**src/source/ntm_diff_pkg.sv**
```systemverilog
`default_nettype none

package ntm_diff_pkg;

  ////////////////////////////////////////////////////////////
  // Widths
  ////////////////////////////////////////////////////////////

  parameter int ELEM_W   = 16;
  parameter int DIM_W    = 8;
  parameter int PERIOD_W = 4;
  parameter int CREDIT_W = 4;

  ////////////////////////////////////////////////////////////
  // Vector types
  ////////////////////////////////////////////////////////////

  // Matrix element, also used for the modulo
  typedef logic [ELEM_W-1:0]   elem_t;
  // Row/column count or index
  typedef logic [DIM_W-1:0]    dim_t;
  // Differentiation period
  typedef logic [PERIOD_W-1:0] period_t;
  // Output credit count
  typedef logic [CREDIT_W-1:0] credit_t;

  // Sequencer states
  typedef enum logic [1:0] {
    IDLE,
    LOAD,
    ISSUE
  } diff_state_t;

  ////////////////////////////////////////////////////////////
  // Structs
  ////////////////////////////////////////////////////////////

  // Configuration taken at start, 36 bits
  typedef struct packed {
    elem_t   modulo;
    dim_t    rows;
    dim_t    cols;
    period_t period;
  } diff_cfg_t;

  // Sequencer to data path, 35 bits
  typedef struct packed {
    elem_t elem;
    elem_t modulo;
    logic  use_prev;
    logic  last_col;
    logic  last_row;
  } diff_issue_t;

  // Output beat, 18 bits
  typedef struct packed {
    elem_t data;
    logic  last_col;
    logic  last_row;
  } diff_beat_t;

endpackage

`default_nettype wire

```
**src/source/ntm_diff_sequencer.sv**
```systemverilog
`timescale 1ns/100ps
`default_nettype none

module ntm_diff_sequencer (
  input  logic                      CLK,
  input  logic                      RST,
  // Start and configuration
  input  logic                      start,
  input  ntm_diff_pkg::diff_cfg_t   cfg,
  // Input element stream
  input  logic                      in_valid,
  input  ntm_diff_pkg::elem_t       in_elem,
  output logic                      in_credit,
  // Free output slot
  input  logic                      has_credit,
  // Issue towards history buffer and subtractor
  output logic                      issue_valid,
  output ntm_diff_pkg::diff_issue_t issue,
  output ntm_diff_pkg::period_t     period
);

  ////////////////////////////////////////////////////////////
  // Signals
  ////////////////////////////////////////////////////////////

  ntm_diff_pkg::diff_state_t state;

  // Configuration and held beat
  ntm_diff_pkg::diff_cfg_t   cfg_q;
  ntm_diff_pkg::elem_t       elem_q;

  // Matrix loop and vector loop indices
  ntm_diff_pkg::dim_t        row_idx;
  ntm_diff_pkg::dim_t        col_idx;

  logic                      last_col;
  logic                      last_row;

  ////////////////////////////////////////////////////////////
  // Index decode
  ////////////////////////////////////////////////////////////

  // Final column of the current row
  assign last_col = (col_idx == (cfg_q.cols - ntm_diff_pkg::dim_t'(1)));
  // Final row of the matrix
  assign last_row = (row_idx == (cfg_q.rows - ntm_diff_pkg::dim_t'(1)));

  // Issue only with a reserved output slot
  assign issue_valid = (state == ntm_diff_pkg::ISSUE) && has_credit;

  assign issue.elem     = elem_q;
  assign issue.modulo   = cfg_q.modulo;
  // Reference element lies inside the same row
  assign issue.use_prev = (col_idx >= ntm_diff_pkg::dim_t'(cfg_q.period));
  assign issue.last_col = last_col;
  assign issue.last_row = last_row && last_col;

  // Tap select for the history buffer
  assign period = cfg_q.period;

  ////////////////////////////////////////////////////////////
  // Control FSM
  ////////////////////////////////////////////////////////////

  always_ff @(posedge CLK or posedge RST) begin
    if (RST) begin
      state     <= ntm_diff_pkg::IDLE;
      row_idx   <= '0;
      col_idx   <= '0;
      in_credit <= 1'b0;
    end else begin
      // Held beat consumed, give the sender its credit back
      in_credit <= issue_valid;
      case (state)
        ntm_diff_pkg::IDLE: begin
          if (start) begin
            row_idx <= '0;
            col_idx <= '0;
            state   <= ntm_diff_pkg::LOAD;
          end
        end
        ntm_diff_pkg::LOAD: begin
          // Wait for the sender's beat
          if (in_valid) begin
            state <= ntm_diff_pkg::ISSUE;
          end
        end
        ntm_diff_pkg::ISSUE: begin
          // Stall here while no output credit is left
          if (has_credit) begin
            if (last_col) begin
              col_idx <= '0;
              if (last_row) begin
                state <= ntm_diff_pkg::IDLE;
              end else begin
                row_idx <= row_idx + ntm_diff_pkg::dim_t'(1);
                state   <= ntm_diff_pkg::LOAD;
              end
            end else begin
              col_idx <= col_idx + ntm_diff_pkg::dim_t'(1);
              state   <= ntm_diff_pkg::LOAD;
            end
          end
        end
        default: begin
          state <= ntm_diff_pkg::IDLE;
        end
      endcase
    end
  end

  // Config capture at start, element capture in LOAD
  always_ff @(posedge CLK) begin
    if ((state == ntm_diff_pkg::IDLE) && start) begin
      cfg_q <= cfg;
    end
    if ((state == ntm_diff_pkg::LOAD) && in_valid) begin
      elem_q <= in_elem;
    end
  end

endmodule

`default_nettype wire

```
**src/source/ntm_diff_credit_counter.sv**
```systemverilog
`timescale 1ns/100ps
`default_nettype none

module ntm_diff_credit_counter #(
  parameter int OUT_CREDITS = 4
) (
  input  logic CLK,
  input  logic RST,
  // Reservation at issue
  input  logic issue_valid,
  // Slot freed by the receiver
  input  logic out_credit,
  output logic has_credit
);

  ////////////////////////////////////////////////////////////
  // Credit count
  ////////////////////////////////////////////////////////////

  ntm_diff_pkg::credit_t count;

  // Receiver starts with all slots free
  always_ff @(posedge CLK or posedge RST) begin
    if (RST) begin
      count <= ntm_diff_pkg::credit_t'(OUT_CREDITS);
    end else begin
      case ({issue_valid, out_credit})
        // Issue reserves a slot
        2'b10: begin
          count <= count - ntm_diff_pkg::credit_t'(1);
        end
        // Receiver returned a slot
        2'b01: begin
          count <= count + ntm_diff_pkg::credit_t'(1);
        end
        // Both or neither, count holds
        default: begin
          count <= count;
        end
      endcase
    end
  end

  // Any free slot lets the sequencer issue
  assign has_credit = (count != '0);

endmodule

`default_nettype wire

```
**src/source/ntm_diff_history_buffer.sv**
```systemverilog
`timescale 1ns/100ps
`default_nettype none

module ntm_diff_history_buffer #(
  parameter int MAX_PERIOD = 8
) (
  input  logic                      CLK,
  input  logic                      RST,
  // Issued element stream
  input  logic                      issue_valid,
  input  ntm_diff_pkg::diff_issue_t issue,
  // Tap select, 1 to MAX_PERIOD
  input  ntm_diff_pkg::period_t     period,
  output ntm_diff_pkg::elem_t       prev
);

  ////////////////////////////////////////////////////////////
  // Shift chain
  ////////////////////////////////////////////////////////////

  // Entry 0 is the most recent issued element
  ntm_diff_pkg::elem_t hist [MAX_PERIOD];

  always_ff @(posedge CLK or posedge RST) begin
    if (RST) begin
      for (int i = 0; i < MAX_PERIOD; i++) begin
        hist[i] <= '0;
      end
    end else if (issue_valid) begin
      hist[0] <= issue.elem;
      for (int i = 1; i < MAX_PERIOD; i++) begin
        hist[i] <= hist[i-1];
      end
    end
  end

  ////////////////////////////////////////////////////////////
  // Tap select
  ////////////////////////////////////////////////////////////

  // Element period steps back, read before this issue shifts in
  // Out of range period gives zero
  always_comb begin
    prev = '0;
    for (int i = 0; i < MAX_PERIOD; i++) begin
      if (period == ntm_diff_pkg::period_t'(i + 1)) begin
        prev = hist[i];
      end
    end
  end

endmodule

`default_nettype wire

```
**src/source/ntm_diff_mod_subtractor.sv**
```systemverilog
`timescale 1ns/100ps
`default_nettype none

module ntm_diff_mod_subtractor (
  input  logic                      CLK,
  input  logic                      RST,
  // Issue from the sequencer
  input  logic                      issue_valid,
  input  ntm_diff_pkg::diff_issue_t issue,
  // Reference element from the history buffer
  input  ntm_diff_pkg::elem_t       prev,
  // Output beat
  output logic                      out_valid,
  output ntm_diff_pkg::diff_beat_t  out_beat
);

  ////////////////////////////////////////////////////////////
  // Modular difference
  ////////////////////////////////////////////////////////////

  ntm_diff_pkg::elem_t subtrahend;
  ntm_diff_pkg::elem_t raw_diff;
  ntm_diff_pkg::elem_t mod_diff;

  // First period columns of a row pass through
  assign subtrahend = issue.use_prev ? prev : '0;

  assign raw_diff = issue.elem - subtrahend;

  // Negative difference wraps back into range
  // Sum fits since both operands are below the modulo
  assign mod_diff = (issue.elem < subtrahend) ? (raw_diff + issue.modulo) : raw_diff;

  ////////////////////////////////////////////////////////////
  // Output register
  ////////////////////////////////////////////////////////////

  always_ff @(posedge CLK or posedge RST) begin
    if (RST) begin
      out_valid <= 1'b0;
    end else begin
      out_valid <= issue_valid;
    end
  end

  // Beat carries the row flags of its element
  always_ff @(posedge CLK) begin
    if (issue_valid) begin
      out_beat.data     <= mod_diff;
      out_beat.last_col <= issue.last_col;
      out_beat.last_row <= issue.last_row;
    end
  end

endmodule

`default_nettype wire

```
**src/source/ntm_matrix_differentiation.sv**
```systemverilog
`timescale 1ns/100ps
`default_nettype none

module ntm_matrix_differentiation #(
  parameter int MAX_PERIOD  = 8,
  parameter int OUT_CREDITS = 4
) (
  input  logic                     CLK,
  input  logic                     RST,
  // Configuration
  input  logic                     start,
  input  ntm_diff_pkg::diff_cfg_t  cfg,
  // Element input, one credit
  input  logic                     in_valid,
  input  ntm_diff_pkg::elem_t      in_elem,
  output logic                     in_credit,
  // Result output, OUT_CREDITS slots
  output logic                     out_valid,
  output ntm_diff_pkg::diff_beat_t out_beat,
  input  logic                     out_credit
);

  ////////////////////////////////////////////////////////////
  // Internal wires
  ////////////////////////////////////////////////////////////

  logic                      has_credit;
  logic                      issue_valid;
  ntm_diff_pkg::diff_issue_t issue;
  ntm_diff_pkg::period_t     period;
  ntm_diff_pkg::elem_t       prev;

  // Row and column loops, beat hold
  ntm_diff_sequencer sequencer0 (
    .CLK         (CLK),
    .RST         (RST),
    .start       (start),
    .cfg         (cfg),
    .in_valid    (in_valid),
    .in_elem     (in_elem),
    .in_credit   (in_credit),
    .has_credit  (has_credit),
    .issue_valid (issue_valid),
    .issue       (issue),
    .period      (period)
  );

  // Output slot tracking
  ntm_diff_credit_counter #(
    .OUT_CREDITS (OUT_CREDITS)
  ) credit_counter0 (
    .CLK         (CLK),
    .RST         (RST),
    .issue_valid (issue_valid),
    .out_credit  (out_credit),
    .has_credit  (has_credit)
  );

  // Past elements of the current row
  ntm_diff_history_buffer #(
    .MAX_PERIOD (MAX_PERIOD)
  ) history_buffer0 (
    .CLK         (CLK),
    .RST         (RST),
    .issue_valid (issue_valid),
    .issue       (issue),
    .period      (period),
    .prev        (prev)
  );

  // Difference and output register
  ntm_diff_mod_subtractor mod_subtractor0 (
    .CLK         (CLK),
    .RST         (RST),
    .issue_valid (issue_valid),
    .issue       (issue),
    .prev        (prev),
    .out_valid   (out_valid),
    .out_beat    (out_beat)
  );

endmodule

`default_nettype wire

```
**config.mk**
```make
export PLATFORM = sky130hd
export DESIGN_NAME = ntm_matrix_differentiation
export DESIGN_NICKNAME = d
export VERILOG_FILES = /design/src/source/ntm_diff_pkg.sv /design/src/source/ntm_diff_sequencer.sv /design/src/source/ntm_diff_credit_counter.sv /design/src/source/ntm_diff_history_buffer.sv /design/src/source/ntm_diff_mod_subtractor.sv /design/src/source/ntm_matrix_differentiation.sv
export SDC_FILE = /design/constraint.sdc
export NUM_CORES = 1
export LEC_CHECK = 0
export BUFFER_PORTS_ARGS = -buffer_cell sky130_fd_sc_hd__clkbuf_2
export CAP_MARGIN = 5
export CORE_MARGIN = 5
export CORE_UTILIZATION = 30
export DETAILED_ROUTE_END_ITERATION = 7
export GPL_TIMING_DRIVEN = 0
export PLACE_DENSITY_LB_ADDON = 0.2
export SLEW_MARGIN = 20
export SYNTH_ARGS = -nofsm -noshare
export SYNTH_HDL_FRONTEND = slang
export SYNTH_HIERARCHICAL = 1
export SYNTH_SLANG_ARGS = --single-unit
export TNS_END_PERCENT = 100
```
**constraint.sdc**
```tcl
create_clock -name CLK -period 4.68 [get_ports CLK]
set_input_delay 0.234 -clock CLK [delete_from_list [all_inputs] [get_ports CLK]]
set_output_delay 0.234 -clock CLK [all_outputs]
set_load 0.01 [all_outputs]
```
==> results.md <==
- Fin area: 15,100 um^2
- HP Class: in2reg
- Period minus WS final: 4.76 ns
- All-Layer GR Usage: 13.6%
- Initial core utilization: a little under a third
- Fillcell total: 3,855
- Seq/Total Area, Yosys: about 50%
- Detail Route Antenna Nets: 0
- Cell taking the most area after synthesis: dfrtp_1
- CTS tree: yes
- Post-Synth XOR/XNOR Area: about 3.6%
- Synth Area in Simple Gates: ~9%
- Final WS setup: -0.0824 ns
- H-tree depth: 1
- Clock Latency Late Sink: roughly 0.54 ns
- Row cnt: 73
- Violated checks: negative setup slack
- Critical R2R Launch: sequencer0/period[0]
- # setup viols final: 2
- Hpwl dp: roughly 22 mm
- CP max FO: 7
- Clock Tree Root: clkbuf_16
- Gr ovfl total: 0
- Residual DRC: 0
- Vias per inst: between 4 and 5
- Crit path kind: reg2reg
- Least-Margin Pin Slew: 0.878 ns
- Die X: roughly 210 um
- Post-DP Area: 13,000 um^2
- Clock buffer depth: 3
- Largest family of logic cells by synthesized area: multiplexers
- Outcome: finished, violations left
- Leakage Power: about 6.2 nW
- Slew margin rel.: about two fifths
- Startpoint type of the worst setup path: register
- Number of flops mapped to enable cells by yosys: 70
- Placer's final routability congestion estimate: about 0.83
- Max-cap viol count: 0
- Top_reg_cell synth: dfrtp_1
- Worst setup endpoint: mod_subtractor0/out_beat[16]
- Worst Reg2Reg Path Length in Cells: 21
- VDD IR max: around 0.33 mV
- CP Data Arrival Time: approximately 5 ns
- Ant. Diodes: 0
- # placed instances: approximately 1,600
- Fmax: ~0.21 GHz
- Total number of vias: around 8,600
- Required time worst endpoint: roughly 5.0 ns
- I/O Buffers: between 70 and 80
- Clock skew: about 0.011 ns
- Setup crit end kind: register
- Total routed wirelength: 30.8 mm
- Finished Layout Cells: roughly 1,700
- Setup Slack @ Placement: -1.08 ns
- CP startpoint: sequencer0/period[0]
- Final worst-path cycle share: 102%
- RSZ-0062 raised after global routing: true
- Area growth, synth to finish: 26.6%
- Final Slew Violations: 0
- Die H: 209 um
- Cts bufs inserted: 26
- Mapped Nets: 1,121
- CTS Sinks: roughly 220
- Post-synthesis mux area share: between 10% and 20%
- Final #Nets: between 1,000 and 1,500
- Post-DR wirelength/cell: approximately 18 um
- Synth cell types: 81
- Top area cells in the synthesized netlist: dfrtp_1, edfxtp_1, mux2_2, ha_1, a21oi_1
- Flop2flop setup slack: -0.08 ns
- Power Density: about 590 nW/um^2
- Synth Area in Compound Gates: between 10 and 15%
- Drt pass-1 iters: 5
- Synth warn: 6
- Vias in the first global route: slightly below 9,000
- Setup TNS: -0.0960 ns
- Iter 0 DRT Violations: between 400 and 500
- #FFs+latches synth: ~220
- Clock transition at path regs: approximately 0.060 ns
- Top-count cell post-synth: dfrtp_1
- Layout cells sized above 1: roughly a third
- Ys async rst share: about two thirds
- Avg Cell Area, Syn: 11.7 um^2
- Area share of the largest cell type after synthesis: 31.7%
- Core area: about 40,000 um^2
- Die area: 43,800 um^2
- Final Hold Vio Count: 0
- Adder-Cell Fraction of Synth Area: about 5.4%
- Post-synth top cells: dfrtp_1, mux2_2, a21oi_1, nand2_1, edfxtp_1
- Largest net degree at the start of global routing: 89
- Cell Area, Synth: around 12,000 um^2
- Top-level I/O count: 77
- Worst R2R End: mod_subtractor0/out_beat[16]
- Initial antenna violation count: 0
- First-pass GRT wire length: a little under 50 mm
- Worst hold slack: around 0.077 ns
- Syn Inst Count: between 1,000 and 1,500
## per-stage QoR
stage	util (%)	power, mW
detailed placement	33.0	6.33
CTS	37.6	8.85
global route	38.1	9.48
finish	38.1	8.92
floorplan	-	5.44
global placement	32.8	6.26
## layer usage
layer	global-route usage [%]	share of wire (%)
met1	19.5	48
met2	21.7	46
met3	2.15	4.2
met4	3.58	2.3
met5	0	0
## flip-flops by register name, indices dropped and copies added (netlist names)
name                       cells
credit_counter0/count          4
history_buffer0/hist         128
mod_subtractor0/out_beat      18
mod_subtractor0/out_valid      1
sequencer0/cfg_q              16
sequencer0/col_idx             8
sequencer0/elem_q             16
sequencer0/in_credit           1
sequencer0/issue              16
sequencer0/period              4
sequencer0/row_idx             8
sequencer0/state               2
## what timing repair did
item	in CTS	in global routing
endpoints found under the hold margin	118	0
setup buffers	12	16
cloned	0	0
endpoints found under the setup margin	15	7
pin swaps	23	28
resized for setup	72	42
hold buffers	54	0
## cell usage in the layout (no fill, tap or decap), drive strengths merged, types with 16 or more instances in the layout
| master | netlist | final |
|---|---|---|
| xnor2 | 25 | 25 |
| ha | 46 | 46 |
| o21ai | 27 | 27 |
| edfxtp | 70 | 70 |
| xor2 | 24 | 24 |
| dfrtp | 151 | 151 |
| clkbuf | 34 | 131 |
| o2bb2ai | 16 | 16 |
| dlygate4sd3 | 0 | 54 |
| a21oi | 89 | 89 |
| buf | 36 | 73 |
| o221ai | 17 | 17 |
| nor2 | 36 | 36 |
| mux2 | 141 | 141 |
| nand2 | 83 | 83 |
| inv | 27 | 28 |
## worst min path at each step
stage | from | endpoint | slack, ns | cells after the start
after global placement | RST | mod_subtractor0/out_valid | 0.11 | 2
after CTS | start | sequencer0/row_idx[2] | 0.07 | 4
after detailed placement | RST | mod_subtractor0/out_valid | 0.17 | 2
after global routing | start | sequencer0/row_idx[2] | 0.11 | 4
after floorplan | RST | mod_subtractor0/out_valid | -0.04 | 1
final | start | sequencer0/row_idx[2] | 0.08 | 4
## worst max-delay path: stages (launching register included)
cell	delay, ns
edfxtp_1	0.40
buf_6	0.17
or3b_4	0.43
or2_4	0.27
o221a_4	0.29
and2_4	0.16
ha_4	0.15
inv_2	0.04
fa_2	0.22
nand3_4	0.08
a21oi_4	0.16
o211ai_2	0.12
and3b_2	0.25
or4b_4	0.53
nand3_4	0.09
ha_4	0.22
buf_6	0.12
o21ai_2	0.14
a21oi_2	0.05
a311oi_2	0.25
xnor2_1	0.10
mux2_4	0.26
## cells by family (layout without fill, tap and decap cells)
kind of cell / after synthesis / after routing
DFF: 222 / 222
adders and majority gates: 50 / 50
muxes: 155 / 155
buffers and inverters: 98 / 303
AOI/OAI and AO/OA: 233 / 233
and+or+nand+nor: 208 / 208
xor gates and xnor gates: 49 / 49
## final cells by class
| cell class | count | area [um^2] | share of cell area [%] |
|---|---|---|---|
| Clock inverter | 17 | 235 | 1.56 |
| Multi-Input combinational cell | 695 | 5830 | 38.7 |
| Inverter | 28 | 114 | 0.755 |
| Sequential cell | 222 | 5910 | 39.2 |
| Buffer | 66 | 435 | 2.89 |
| Timing Repair Buffer | 161 | 1190 | 7.91 |
| Clock buffer | 31 | 712 | 4.72 |
| Tap cell | 525 | 657 | 4.35 |
## where the power goes
group	switching [mW]	internal [mW]	leakage [nW]
clock network	0.823	1.41	0.475
logic	1.72	1.75	3.15
registers	0.490	2.73	2.62
total	3.03	5.89	6.24
(Power assumes the default switching activity.)
